===== config.mk =====
export PLATFORM = sky130hd
export DESIGN_NAME = apbI2cTop
export DESIGN_NICKNAME = d
export VERILOG_FILES = /design/src/logic/apbI2cPkg.sv /design/src/logic/apbI2cTop.sv /design/src/logic/apbRegs.sv /design/src/logic/i2cByteEngine.sv /design/src/logic/i2cPads.sv /design/src/logic/syncFifo.sv
export SDC_FILE = /design/constraint.sdc
export NUM_CORES = 1
export LEC_CHECK = 0
export ABC_AREA = 1
export BUFFER_PORTS_ARGS = -buffer_cell sky130_fd_sc_hd__buf_2
export CORE_MARGIN = 8
export CORE_UTILIZATION = 35
export CTS_CLUSTER_DIAMETER = 80
export DETAILED_ROUTE_END_ITERATION = 16
export SKIP_LAST_GASP = 1
export SLEW_MARGIN = 20
export SYNTH_ARGS = -nofsm -noshare
export SYNTH_HDL_FRONTEND = slang
export SYNTH_HIERARCHICAL = 1
export SYNTH_SLANG_ARGS = --single-unit

===== constraint.sdc =====
create_clock -name PCLK -period 2.96 [get_ports PCLK]
set_input_delay 0.592 -clock PCLK [delete_from_list [all_inputs] [get_ports PCLK]]
set_output_delay 0.592 -clock PCLK [all_outputs]
set_load 0.01 [all_outputs]

===== src/logic/apbI2cPkg.sv =====
package apbI2cPkg;

	////////////////////////////////////////
	// Register map and field widths
	////////////////////////////////////////

	// Config and timeout register width
	localparam int cfgWidth = 14;

	// APB byte addresses of the five registers
	localparam logic [31:0] addrTx = 32'd0;
	localparam logic [31:0] addrRx = 32'd4;
	localparam logic [31:0] addrConfig = 32'd8;
	localparam logic [31:0] addrTimeout = 32'd12;
	localparam logic [31:0] addrStatus = 32'd16;

	////////////////////////////////////////
	// Payload types
	////////////////////////////////////////

	// One received byte, also the PRDATA low byte on an RX read
	typedef logic [7:0] i2cByteT;

	// One TX FIFO entry, data sits in PWDATA[7:0], flags above it
	typedef struct packed {
		logic read;
		logic stop;
		logic start;
		i2cByteT data;
	} i2cCmdT;

	// Number of PWDATA bits taken into a command word
	localparam int cmdWidth = $bits(i2cCmdT);

endpackage


===== src/logic/apbI2cTop.sv =====
`timescale 1ns/1ps

module apbI2cTop import apbI2cPkg::*; #(
	parameter int fifoDepth = 8,
	parameter int syncStages = 2
) (
	input logic PCLK,
	input logic PRESETn,
	// APB slave
	input logic PSEL,
	input logic PENABLE,
	input logic PWRITE,
	input logic [31:0] PADDR,
	input logic [31:0] PWDATA,
	output logic [31:0] PRDATA,
	output logic PREADY,
	output logic PSLVERR,
	// Interrupt levels
	output logic intTx,
	output logic intRx,
	// I2C pins
	output logic sclOen,
	output logic sdaOen,
	input logic sclPin,
	input logic sdaPin
);

	// Command path
	i2cCmdT txCmd;
	i2cCmdT txHead;
	logic txPush;
	logic txPop;
	logic txFull;
	logic txEmpty;
	// Receive path
	i2cByteT rxByte;
	i2cByteT rxHead;
	logic rxPush;
	logic rxPop;
	logic rxFull;
	logic rxEmpty;
	// Settings and events
	logic [cfgWidth-1:0] clkDiv;
	logic [cfgWidth-1:0] idleTimeout;
	logic busBusy;
	logic nackSeen;
	logic timeoutSeen;
	// Bus line drive and sense
	logic sclOe;
	logic sdaOe;
	logic sclIn;
	logic sdaIn;

	////////////////////////////////////////
	// Register front end
	////////////////////////////////////////

	apbRegs regs_i (
		.PCLK(PCLK), .PRESETn(PRESETn),
		.PSEL(PSEL), .PENABLE(PENABLE), .PWRITE(PWRITE),
		.PADDR(PADDR), .PWDATA(PWDATA),
		.PRDATA(PRDATA), .PREADY(PREADY), .PSLVERR(PSLVERR),
		.txFull(txFull), .txEmpty(txEmpty),
		.rxEmpty(rxEmpty), .rxHead(rxHead),
		.busBusy(busBusy), .nackSeen(nackSeen), .timeoutSeen(timeoutSeen),
		.txPush(txPush), .rxPop(rxPop), .txCmd(txCmd),
		.clkDiv(clkDiv), .idleTimeout(idleTimeout),
		.intTx(intTx), .intRx(intRx)
	);

	////////////////////////////////////////
	// FIFOs and byte engine
	////////////////////////////////////////

	// Commands toward the engine
	syncFifo #(.payloadT(i2cCmdT), .fifoDepth(fifoDepth)) txFifo_i (
		.PCLK(PCLK), .PRESETn(PRESETn),
		.push(txPush), .pushData(txCmd),
		.pop(txPop), .head(txHead),
		.full(txFull), .empty(txEmpty)
	);

	// Received bytes back to the CPU
	syncFifo #(.payloadT(i2cByteT), .fifoDepth(fifoDepth)) rxFifo_i (
		.PCLK(PCLK), .PRESETn(PRESETn),
		.push(rxPush), .pushData(rxByte),
		.pop(rxPop), .head(rxHead),
		.full(rxFull), .empty(rxEmpty)
	);

	i2cByteEngine engine_i (
		.PCLK(PCLK), .PRESETn(PRESETn),
		.cmdEmpty(txEmpty), .cmd(txHead), .cmdPop(txPop),
		.rxFull(rxFull), .rxPush(rxPush), .rxByte(rxByte),
		.clkDiv(clkDiv), .idleTimeout(idleTimeout),
		.sclIn(sclIn), .sdaIn(sdaIn), .sclOe(sclOe), .sdaOe(sdaOe),
		.busBusy(busBusy), .nackSeen(nackSeen), .timeoutSeen(timeoutSeen)
	);

	// Pad stage
	i2cPads #(.syncStages(syncStages)) pads_i (
		.PCLK(PCLK), .PRESETn(PRESETn),
		.sclOe(sclOe), .sdaOe(sdaOe),
		.sclPin(sclPin), .sdaPin(sdaPin),
		.sclOen(sclOen), .sdaOen(sdaOen),
		.sclIn(sclIn), .sdaIn(sdaIn)
	);

endmodule


===== src/logic/apbRegs.sv =====
`timescale 1ns/1ps

module apbRegs import apbI2cPkg::*; (
	input logic PCLK,
	input logic PRESETn,
	// APB slave side
	input logic PSEL,
	input logic PENABLE,
	input logic PWRITE,
	input logic [31:0] PADDR,
	input logic [31:0] PWDATA,
	output logic [31:0] PRDATA,
	output logic PREADY,
	output logic PSLVERR,
	// FIFO state
	input logic txFull,
	input logic txEmpty,
	input logic rxEmpty,
	input i2cByteT rxHead,
	// Engine events
	input logic busBusy,
	input logic nackSeen,
	input logic timeoutSeen,
	// FIFO strobes
	output logic txPush,
	output logic rxPop,
	output i2cCmdT txCmd,
	// Engine settings
	output logic [cfgWidth-1:0] clkDiv,
	output logic [cfgWidth-1:0] idleTimeout,
	// Interrupt levels
	output logic intTx,
	output logic intRx
);

	logic access;
	logic isTx;
	logic isRx;
	logic isConfig;
	logic isTimeout;
	logic isStatus;
	logic decoded;
	logic txRefused;
	logic rxRefused;
	logic stickyErr;

	////////////////////////////////////////
	// Address decode and refusal
	////////////////////////////////////////

	// Access phase of any transfer
	assign access = PSEL & PENABLE;
	assign isTx = (PADDR == addrTx);
	assign isRx = (PADDR == addrRx);
	assign isConfig = (PADDR == addrConfig);
	assign isTimeout = (PADDR == addrTimeout);
	assign isStatus = (PADDR == addrStatus);
	assign decoded = isTx | isRx | isConfig | isTimeout | isStatus;

	// FIFO ports are locked while the sticky error is up
	assign txRefused = isTx & (stickyErr | (PWRITE & txFull));
	assign rxRefused = isRx & (stickyErr | (~PWRITE & rxEmpty));

	// No wait states, undecoded addresses complete with an error
	assign PREADY = access;
	assign PSLVERR = access & (~decoded | txRefused | rxRefused);

	// FIFO strobes only for accepted transfers
	assign txPush = access & PWRITE & isTx & ~txRefused;
	assign rxPop = access & ~PWRITE & isRx & ~rxRefused;
	assign txCmd = i2cCmdT'(PWDATA[cmdWidth-1:0]);

	// Read mux, RX head goes out without a register stage
	always_comb
	begin
		PRDATA = 32'd0;
		if (isRx)
			PRDATA = {24'd0, rxHead};
		else if (isConfig)
			PRDATA = {{(32-cfgWidth){1'b0}}, clkDiv};
		else if (isTimeout)
			PRDATA = {{(32-cfgWidth){1'b0}}, idleTimeout};
		else if (isStatus)
			PRDATA = {28'd0, stickyErr, busBusy, ~rxEmpty, txEmpty};
	end

	////////////////////////////////////////
	// Control registers
	////////////////////////////////////////

	always_ff @(posedge PCLK)
	begin
		if (!PRESETn)
		begin
			clkDiv <= '0;
			idleTimeout <= '0;
			stickyErr <= 1'b0;
			intTx <= 1'b1;
			intRx <= 1'b0;
		end
		else
		begin
			if (access & PWRITE & isConfig)
				clkDiv <= PWDATA[cfgWidth-1:0];
			if (access & PWRITE & isTimeout)
				idleTimeout <= PWDATA[cfgWidth-1:0];
			// An engine event wins over a clear in the same cycle
			if (nackSeen | timeoutSeen)
				stickyErr <= 1'b1;
			else if (access & PWRITE & isStatus)
				stickyErr <= 1'b0;
			// Interrupt levels, one cycle behind the FIFO flags
			intTx <= txEmpty;
			intRx <= ~rxEmpty;
		end
	end

endmodule


===== src/logic/i2cByteEngine.sv =====
`timescale 1ns/1ps

module i2cByteEngine import apbI2cPkg::*; (
	input logic PCLK,
	input logic PRESETn,
	// Command FIFO head
	input logic cmdEmpty,
	input i2cCmdT cmd,
	output logic cmdPop,
	// Receive FIFO
	input logic rxFull,
	output logic rxPush,
	output i2cByteT rxByte,
	// Settings
	input logic [cfgWidth-1:0] clkDiv,
	input logic [cfgWidth-1:0] idleTimeout,
	// Bus lines, oe high pulls the line low
	input logic sclIn,
	input logic sdaIn,
	output logic sclOe,
	output logic sdaOe,
	// Status and events
	output logic busBusy,
	output logic nackSeen,
	output logic timeoutSeen
);

	// Hold waits with SCL low for a command or RX space
	typedef enum logic [2:0] {stIdle, stStart, stBit, stAck, stStop, stHold, stFlush} stateT;

	stateT state;
	logic [cfgWidth-1:0] qCnt;
	logic [1:0] phase;
	logic tick;
	logic lastQuarter;
	logic [2:0] bitCnt;
	i2cByteT shiftReg;
	logic sdaDrive;
	logic held;
	logic flushPend;
	logic isRead;
	logic holdIdle;
	logic [cfgWidth+3:0] idleCnt;
	logic [cfgWidth+3:0] idleLimit;

	// Start commands always send their byte
	assign isRead = cmd.read & ~cmd.start;
	// Quarter period is clkDiv+1 cycles
	assign tick = (qCnt >= clkDiv);
	assign lastQuarter = tick & (phase == 2'd3);
	assign idleLimit = {idleTimeout, 4'b0000};
	assign holdIdle = (state == stHold) & cmdEmpty;

	assign sdaOe = sdaDrive;
	assign busBusy = held;
	assign rxByte = shiftReg;
	assign rxPush = (state == stAck) & lastQuarter & isRead;
	// Pop at byte end, plus stray and flushed commands
	assign cmdPop = ((state == stAck) & lastQuarter) |
		((state == stIdle) & ~cmdEmpty & ~cmd.start) |
		((state == stFlush) & ~cmdEmpty);

	// SCL low in quarters 0 and 1 of each period
	always_comb
	begin
		case (state)
			stStart: sclOe = held & ~phase[1];
			stBit, stAck, stStop: sclOe = ~phase[1];
			stHold: sclOe = 1'b1;
			default: sclOe = 1'b0;
		endcase
	end

	////////////////////////////////////////
	// Quarter period timer
	////////////////////////////////////////

	always_ff @(posedge PCLK)
	begin
		if (!PRESETn)
		begin
			qCnt <= '0;
			phase <= 2'd0;
		end
		else if (state inside {stIdle, stHold, stFlush})
		begin
			qCnt <= '0;
			phase <= 2'd0;
		end
		else if (tick)
		begin
			qCnt <= '0;
			phase <= phase + 2'd1;
		end
		else
			qCnt <= qCnt + 1'b1;
	end

	// Byte shifter, MSB first, SDA enters at the end of the high phase
	always_ff @(posedge PCLK)
	begin
		if (((state == stStart) & lastQuarter) | ((state == stHold) & ~cmdEmpty & ~cmd.start))
			shiftReg <= cmd.data;
		else if ((state == stBit) & lastQuarter)
			shiftReg <= {shiftReg[6:0], sdaIn};
	end

	////////////////////////////////////////
	// Byte sequencer
	////////////////////////////////////////

	always_ff @(posedge PCLK)
	begin
		if (!PRESETn)
		begin
			state <= stIdle;
			bitCnt <= 3'd0;
			sdaDrive <= 1'b0;
			held <= 1'b0;
			flushPend <= 1'b0;
			idleCnt <= '0;
			nackSeen <= 1'b0;
			timeoutSeen <= 1'b0;
		end
		else
		begin
			nackSeen <= 1'b0;
			timeoutSeen <= 1'b0;
			// Counts only while parked with nothing to send
			idleCnt <= holdIdle ? idleCnt + 1'b1 : '0;
			case (state)
				stIdle:
					// Both lines must read high before a START
					if (~cmdEmpty & cmd.start & sclIn & sdaIn)
						state <= stStart;
				stStart:
				begin
					// Release SDA, then pull it low under high SCL
					if (tick & (phase == 2'd0))
						sdaDrive <= 1'b0;
					if (tick & (phase == 2'd2))
						sdaDrive <= 1'b1;
					if (lastQuarter)
					begin
						held <= 1'b1;
						bitCnt <= 3'd7;
						state <= stBit;
					end
				end
				stBit:
				begin
					// SDA moves mid low phase, away from SCL edges
					if (tick & (phase == 2'd0))
						sdaDrive <= ~isRead & ~shiftReg[7];
					if (lastQuarter)
					begin
						if (bitCnt == 3'd0)
							state <= stAck;
						else
							bitCnt <= bitCnt - 3'd1;
					end
				end
				stAck:
				begin
					// ACK a read byte unless it is the last one
					if (tick & (phase == 2'd0))
						sdaDrive <= isRead & ~cmd.stop;
					if (lastQuarter)
					begin
						if (~isRead & sdaIn)
						begin
							nackSeen <= 1'b1;
							flushPend <= ~cmd.stop;
							state <= stStop;
						end
						else if (cmd.stop)
							state <= stStop;
						else
							state <= stHold;
					end
				end
				stHold:
				begin
					if (holdIdle & (idleTimeout != '0) & (idleCnt == idleLimit - 1'b1))
					begin
						timeoutSeen <= 1'b1;
						state <= stStop;
					end
					else if (~cmdEmpty & cmd.start)
						state <= stStart;
					else if (~cmdEmpty & ~(isRead & rxFull))
					begin
						bitCnt <= 3'd7;
						state <= stBit;
					end
				end
				stStop:
				begin
					// SDA low under low SCL, released under high SCL
					if (tick & (phase == 2'd0))
						sdaDrive <= 1'b1;
					if (tick & (phase == 2'd2))
						sdaDrive <= 1'b0;
					if (lastQuarter)
					begin
						held <= 1'b0;
						flushPend <= 1'b0;
						state <= flushPend ? stFlush : stIdle;
					end
				end
				stFlush:
					// Drop the rest of the failed transaction
					if (~cmdEmpty & cmd.stop)
						state <= stIdle;
				default:
					state <= stIdle;
			endcase
		end
	end

endmodule


===== src/logic/i2cPads.sv =====
`timescale 1ns/1ps

module i2cPads #(
	parameter int syncStages = 2
) (
	input logic PCLK,
	input logic PRESETn,
	// From the engine
	input logic sclOe,
	input logic sdaOe,
	// Pin levels
	input logic sclPin,
	input logic sdaPin,
	// Open-drain enables, 1 pulls low
	output logic sclOen,
	output logic sdaOen,
	// Synchronized pin levels
	output logic sclIn,
	output logic sdaIn
);

	logic [syncStages-1:0] sclSync;
	logic [syncStages-1:0] sdaSync;

	assign sclIn = sclSync[syncStages-1];
	assign sdaIn = sdaSync[syncStages-1];

	always_ff @(posedge PCLK)
	begin
		if (!PRESETn)
		begin
			sclOen <= 1'b0;
			sdaOen <= 1'b0;
			// Idle bus reads high
			sclSync <= '1;
			sdaSync <= '1;
		end
		else
		begin
			// Flopped enables keep the pins free of decode glitches
			sclOen <= sclOe;
			sdaOen <= sdaOe;
			sclSync[0] <= sclPin;
			sdaSync[0] <= sdaPin;
			for (int i = 1; i < syncStages; i++)
			begin
				sclSync[i] <= sclSync[i-1];
				sdaSync[i] <= sdaSync[i-1];
			end
		end
	end

endmodule


===== src/logic/syncFifo.sv =====
`timescale 1ns/1ps

module syncFifo #(
	parameter type payloadT = logic [7:0],
	parameter int fifoDepth = 8
) (
	input logic PCLK,
	input logic PRESETn,
	// Write side
	input logic push,
	input payloadT pushData,
	// Read side
	input logic pop,
	output payloadT head,
	// Flags
	output logic full,
	output logic empty
);

	// Pointer index width, one more bit tells laps apart
	localparam int ptrWidth = $clog2(fifoDepth);

	logic [ptrWidth:0] wrPtr;
	logic [ptrWidth:0] rdPtr;
	logic doPush;
	logic doPop;
	payloadT mem [fifoDepth];

	// Same index, different lap means full
	assign empty = (wrPtr == rdPtr);
	assign full = (wrPtr[ptrWidth] != rdPtr[ptrWidth]) &&
		(wrPtr[ptrWidth-1:0] == rdPtr[ptrWidth-1:0]);

	// Overflow and underflow requests are dropped
	assign doPush = push & ~full;
	assign doPop = pop & ~empty;

	// Head is read straight from the array
	assign head = mem[rdPtr[ptrWidth-1:0]];

	always_ff @(posedge PCLK)
	begin
		if (!PRESETn)
		begin
			wrPtr <= '0;
			rdPtr <= '0;
		end
		else
		begin
			if (doPush)
				wrPtr <= wrPtr + 1'b1;
			if (doPop)
				rdPtr <= rdPtr + 1'b1;
		end
	end

	// Storage array
	always_ff @(posedge PCLK)
	begin
		if (doPush)
			mem[wrPtr[ptrWidth-1:0]] <= pushData;
	end

endmodule

==> metrics.yaml, run 1 <==
status:
  outcome: "finished, final reports clean"
sta:
  finalMaxSlewViolations: 0
  fmax_mhz: 346
  fin_crit_ns: 2.89
  worst_slew_pin_slew_ns: 0.520
  fin_tns_setup_ns: 0
  period_share_pct: 97.6
  hold_viol: 0
  fin_worst_skew_ns: 0.0190
  setup_viol: 0
  slew-limit-headroom_pct: 65.3
detailed_routing:
  drtIter0Drc: 652
  routedWlPerCell_um: 15.0
  routed_wl_mm: 32.9
  vias: 10566
  viasPerCell: 4.81
  drc: 0
  ant_nets: 0
  dr.pass1.iters: 5
floorplan:
  die_area_sq_um: 44300
  initial_core_util_pct: 35.3
  dieWidth_um: 210
  ios: 109
  coreArea_sq_um: 37500
  rows: 71
  die_h_um: 210
finish:
  final_nets: 1759
  fin_area_sq_um: 15400
  num_antenna_cells: 0
  synthToLayoutAreaGrowth_pct: 16.0
  instances_no_fill: 2197
  layout-drive-gt1-share_pct: 17.5
  fillers: 3789
  fin_util_pct: 41.0
clock_tree:
  clock_sink_count: 264
  cts_tree: "built"
  cts-buffers-inserted: 31
  clockBufferDepth: 3
  clock-root-buffer: "clkbuf_16"
  clk_latency_ns: 0.57
  cts_hold_buf: 0
  htree_levels: 1
  clk_pin_slew_ns: 0.06
yosys:
  synth_compound_area_share_pct: 9.94
  synthArstFlopShare_pct: 0
  yosys.area_share.simple_pct: 25.9
  yosys_most_used_dff: "edfxtp_1"
  synth_area_sq_um: 13200
  netlist_instances: 1559
  ys_warn_count: 6
  synthMuxAreaShare_pct: 0
  postSynthAreaPerCell_sq_um: 8.49
  synth.distinct_cells: 48
  synthAdderAreaFrac_pct: 2.55
  synth-seq-area-share_pct: 52.0
  synth-seq-cells: 264
  synthXorXnorAreaFrac_pct: 1.31
  synth_edf_count: 160
  synth_top_family_by_area: "simple AND/OR/NAND/NOR gates"
critical_path:
  critical_path.max_stage_delay_ns: 0.43
  critical_path_buf_inv_count: 4
  crit_path_end_kind: "primary output"
  cp_data_arrival_time_ns: 2.30
  crit_slowest_cell: "dfxtp_1"
  path_cells: "nand2_2, a21oi_2, nand2_4, inv_4, inv_1, o21ai_2, nand2_1, nand2_1, inv_1, a21oi_2, buf_2"
  path_class: "reg -> out"
  crit_family: "compound AO/OA/AOI/OAI gates"
  required_ns: 2.37
  worstSetupStartpointType: "flip-flop"
  path_max_fanout: 8
grt:
  grt_util_met3_pct: 2.35
  met2_usage_pct: 24.5
  grt_max_degree: 43
  grt.total_usage_pct: 14.5
  grt_pass1_wl_mm: 52.3
  grt.overflow.total: 0
  busiest_layer: "met2"
  grt_pass1_vias: 10022
  grt_use_met1_pct: 19.3
  antenna_found_initial: 1
place:
  portBuffers: 72
  place_inst: 2131
  gp_congestion: 0.919
  place_area_sq_um: 14200
  hpwl_mm: 23.5
pwr:
  leakage_nw: 6.08
  peakVddDrop_v: 0.000500
  power_density_nw_per_um2: 542
flow_run:
  maxCapViolCount: 0
min_path:
  hold_path.class: "in -> reg"
==> routing by layer <==
| metal | wire length (um) | up-vias |
|---|---|---|
| li1 | - | 5302 |
| met1 | 15100 | 4962 |
| met2 | 15300 | 251 |
| met3 | 1790 | 49 |
| met4 | 654 | 2 |
| met5 | 12 | - |
==> synth_stat cells, types with 2 or more instances <==
cell	number	area share [%]
a21oi_1	72	2.7
buf_2	18	0.68
nand4_1	19	0.90
clkbuf_1	15	0.43
nor2_1	253	7.2
nor2_2	19	0.90
clkbuf_2	2	0.076
nor4_1	6	0.28
edfxtp_1	160	36
a21oi_2	4	0.26
nand4_2	2	0.19
nor3b_1	4	0.23
a31o_2	2	0.13
nor4_2	2	0.19
nand3_1	73	2.8
inv_1	150	4.3
ha_1	27	2.6
buf_6	4	0.34
nor3_2	3	0.23
o21ai_0	130	4.9
o21ai_2	4	0.26
nor2_4	8	0.68
inv_2	17	0.48
o22ai_1	6	0.28
o21ai_1	24	0.91
or2_2	3	0.14
nand3b_1	4	0.23
xnor2_1	7	0.46
nor3_1	15	0.57
nand2_4	4	0.34
nor3b_2	2	0.19
dfxtp_1	104	16
nand3_4	4	0.53
o21bai_1	4	0.23
nand2_2	21	0.99
clkinv_1	3	0.085
o21a_1	2	0.11
xor2_1	11	0.73
buf_4	33	1.9
and3_1	2	0.095
nand2_1	303	8.6
nand3_2	7	0.53
==> placed cells by master, fill, tap and decap left out, types with 15 or more instances in the layout <==
cell type / count
clkbuf_16: 31
dfxtp_1: 93
conb_1: 18
nand3_1: 73
nor2_2: 20
buf_4: 47
o21ai_1: 24
o21ai_0: 129
a21oi_1: 71
nand2_1: 302
inv_2: 19
inv_1: 147
ha_1: 27
edfxtp_1: 160
nor2_1: 252
nand2_2: 21
nand4_1: 19
buf_2: 72
nor3_1: 15
==> tightest hold or removal path: stages <==
cell and delay, ns:
buf_2 0.08, inv_1 0.04, nand2_1 0.04
==> where the power goes <==
group	switching [W]	internal (W)
combinational	0.000426	0.000214
clock	0.00148	0.00223
sequential	0.0000471	0.00393
total	0.00196	0.00637
==> final timing paths <==
path / to / startpoint / slack, ns / depth (start not counted)
hold / removal: pads_i/sclSync[0]$_SDFF_PN1_ / sclPin / 0.21 / 3
setup reg to reg: rxFifo_i/mem[3][6]$_DFFE_PP_ / regs_i/clkDiv[4]$_SDFFE_PN0P_ / 0.22 / 16
setup / recovery: PSLVERR / rxFifo_i/rdPtr[0]$_SDFFE_PN0P_ / 0.07 / 11
hold reg to reg: pads_i/sclSync[1]$_SDFF_PN1_ / pads_i/sclSync[0]$_SDFF_PN1_ / 0.44 / 2
==> sequential cells by signal (all words and copies together) (netlist names), 8 cells and up, named ones only <==
signal	count
engine_i/qCnt	14
rxFifo_i/mem	64
txFifo_i/mem	88
regs_i/idleTimeout	14
engine_i/rxByte	8
engine_i/idleCnt	18
regs_i/clkDiv	14
==> per-stage QoR <==
step                      setup slack [ns]  power (W)  hold slack, ns
after floorplan                      0.248    0.00451           0.380
after global placement               0.174    0.00467           0.435
after detailed placement             0.144    0.00468           0.437
after CTS                           0.0102    0.00841           0.183
after global routing               -0.0177    0.00865           0.209
final                               0.0713    0.00833           0.209
==> what timing repair did <==
action / 4_1_cts / 5_1_grt
gates cloned: 0 / 0
gates resized for setup: 6 / 21
setup endpoints to repair: 1 / 63
buffers inserted: 0 / 8
pin swaps: 0 / 4
==> layout make-up <==
| cell class | count | area [sq um] | share of cell area, % |
|---|---|---|---|
| Sequential cell | 264 | 6910 | 45.0 |
| Timing Repair Buffer | 124 | 796 | 5.18 |
| Clock buffer | 44 | 875 | 5.70 |
| Inverter | 171 | 646 | 4.20 |
| Multi-Input combinational cell | 1069 | 5350 | 34.9 |
| Clock inverter | 14 | 139 | 0.904 |
| Tap cell | 511 | 639 | 4.16 |
==> kinds of logic after synthesis <==
logic type | after synthesis
adders and majority gates | 27
AOI/OAI and AO/OA | 250
buffers and inverters | 243
and+or+nand+nor | 755
xor gates and xnor gates | 19
other | 1
DFF | 264
Note: power is estimated with default switching activity, not from simulation.
==> inputs of run 2 (changes only) <==
Settings changed: CAP_MARGIN from default to 25.
Clock period 2.96 ns to 3.2 ns, I/O delays scaled along.
==> run 2 against run 1 <==
Power down 9.3%. Critical endpoint unchanged. Clock-buffer cell count down 7. Combinational power down 8.0%. First-iteration DRC count down 2.8%. Utilization down 0.81 points. Clock power down 11%. Sequential share of layout area up 0.80 points. Final cell count down 1.2%. Highest routed layer is now met4. Sequential power down 7.5%. Design area down 2.0%. Non-clock buffer count down 23. Worst setup slack better by 0.053 ns. Largest power group unchanged.
==> metrics.yaml, run 2 (synthesis results as in run 1) <==
status:
  outcome: "finished, final reports clean"
sta:
  slew-limit-headroom_pct: 60.5
  worst_slew_pin_slew_ns: 0.591
  fin_crit_ns: 3.08
  setup_viol: 0
  finalMaxSlewViolations: 0
  hold_viol: 0
  period_share_pct: 96.1
  fmax_mhz: 325
  fin_worst_skew_ns: 0.00752
  rsz0062_at_grt: "true"
finish:
  synthToLayoutAreaGrowth_pct: 13.7
  final_nets: 1734
  largest_register_ffs: 88
  final_common_cell: "nand2_1"
  fin_util_pct: 40.1
  fin_area_sq_um: 15000
  num_antenna_cells: 0
  layout_common_cells: "nand2_1, nor2_1, edfxtp_1"
  layout-drive-gt1-share_pct: 15.7
  fillers: 3818
critical_path:
  path_cells: "inv_1, nand2_2, nand2_2, inv_1, nor2_2, nand2_2, inv_2, inv_1, o21ai_1, nand2_1, nand2_1, inv_1, a21oi_1, buf_2"
  crit_family: "buffers and inverters"
  worstSetupStartpointType: "flip-flop"
  required_ns: 2.56
  path_class: "reg -> out"
  cp_data_arrival_time_ns: 2.44
  critical_path.max_stage_delay_ns: 0.35
  critical_path_buf_inv_count: 6
  path_max_fanout: 9
  crit_slowest_cell: "dfxtp_2"
  crit_path_end_kind: "primary output"
  cp_common_cell: "inv_1"
detailed_routing:
  viasPerCell: 4.82
  dr.pass1.iters: 5
  ant_nets: 0
  drtIter0Drc: 634
  routedWlPerCell_um: 15.0
  drc: 0
  routed_wl_mm: 32.6
  vias: 10449
min_path:
  hold_path.class: "in -> reg"
place:
  hpwl_mm: 23.2
  portBuffers: 72
  place_area_sq_um: 14100
  gp_congestion: 0.902
flow_run:
  maxCapViolCount: 0
grt:
  grt.total_usage_pct: 14.4
  grt_pass1_wl_mm: 52.5
  grt.overflow.total: 0
  grt_max_degree: 43
  antenna_found_initial: 1
  grt_pass1_vias: 10048
pwr:
  pwr-share-seq_pct: 48.7
  leakage_nw: 5.89
  power_density_nw_per_um2: 502
  clkPwrFrac_pct: 43.5
  peakVddDrop_v: 0.000493
  pwr-share-comb_pct: 7.8
  internal_power_w: 0.00572
  netSwitchingFraction_pct: 24.3
  p_switching_w: 0.00184
floorplan:
  die_h_um: 210
  ios: 109
  dieWidth_um: 210
  coreArea_sq_um: 37500
  rows: 71
  die_area_sq_um: 44300
  initial_core_util_pct: 35.3
clock_tree:
  clk_pin_slew_ns: 0.06
  cts_tree: "built"
  htree_levels: 1
  clock-root-buffer: "clkbuf_16"
  post_cts_buffers: 0
  clock_sink_count: 264
  cts_hold_buf: 0
  clk_latency_ns: 0.56
  clockBufferDepth: 3
  cts-buffers-inserted: 29
## run 2: cell count changes in the layout (fill, tap and decap cells not counted), moves of 4 or more
cell / delta
clkinvlp_4: +5
dfxtp_2: -4
clkbuf_1: -6
dfxtp_1: +7
buf_4: -18
## run 2: timing repair
action,4_1_cts,5_1_grt
endpoints found under the setup margin,1,25
cloned,0,0
hold endpoints to repair,0,0
resized for setup,2,8
## run 2: through the flow
step | cells | worst slack, ns | TNS (ns) | total power (W) | hold WS (ns)
floorplan | 1576 | 0.172 | 0 | 0.00418 | 0.380
global placement | 2116 | 0.243 | 0 | 0.00433 | 0.394
detailed placement | 2116 | 0.258 | 0 | 0.00433 | 0.407
CTS | 2170 | 0.0514 | 0 | 0.00762 | 0.233
global route | 2170 | -0.0337 | -0.0595 | 0.00785 | 0.253
finish | 2170 | 0.124 | 0 | 0.00756 | 0.255
## run 2: layout make-up
cell class / count / area, sq um / share of cell area [%]
well taps: 511 / 639 / 4.25
multi-input cells: 1069 / 5340 / 35.5
inverters: 171 / 647 / 4.30
flip-flops and latches: 264 / 6890 / 45.8
clock inverters: 17 / 138 / 0.915
repair buffers: 101 / 578 / 3.84
clock buffers: 37 / 816 / 5.42
## run 2: path summary, 6_finish.rpt
path	startpoint	to	slack [ns]	depth (start not counted)
max	rxFifo_i/wrPtr[2]$_SDFFE_PN0P_	PSLVERR	0.12	14
min reg2reg	pads_i/sdaSync[0]$_SDFF_PN1_	pads_i/sdaSync[1]$_SDFF_PN1_	0.41	2
max reg2reg	engine_i/qCnt[2]$_SDFF_PP0_	rxFifo_i/mem[4][2]$_DFFE_PP_	0.33	14
min	sclPin	pads_i/sclSync[0]$_SDFF_PN1_	0.26	3
## run 2: worst reg2reg max path: cells and delay by family, from the launching register on
kind	cells	cell delay (ns)
AO/OA/AOI/OAI	1	0.10
adder cells (fa/ha/maj)	1	0.34
buffers and inverters	2	0.28
flip-flops	1	0.38
AND/OR/NAND/NOR	10	1.41
## run 2: power groups by stage
stage	logic [W]	registers, W	clock network [W]
after detailed placement	0.000582	0.00375	0
final	0.000589	0.00368	0.00329
after floorplan	0.000432	0.00374	0
after global placement	0.000579	0.00375	0
after global routing	0.000668	0.00368	0.00350
after CTS	0.000586	0.00368	0.00336
## run 2: layer usage
metal	track usage (%)	vias up	share of wire [%]
li1	-	5252	-
met1	19.3	4874	46
met2	24.1	278	47
met3	2.45	45	5.6
met4	3.50	0	1.8
met5	0	-	0
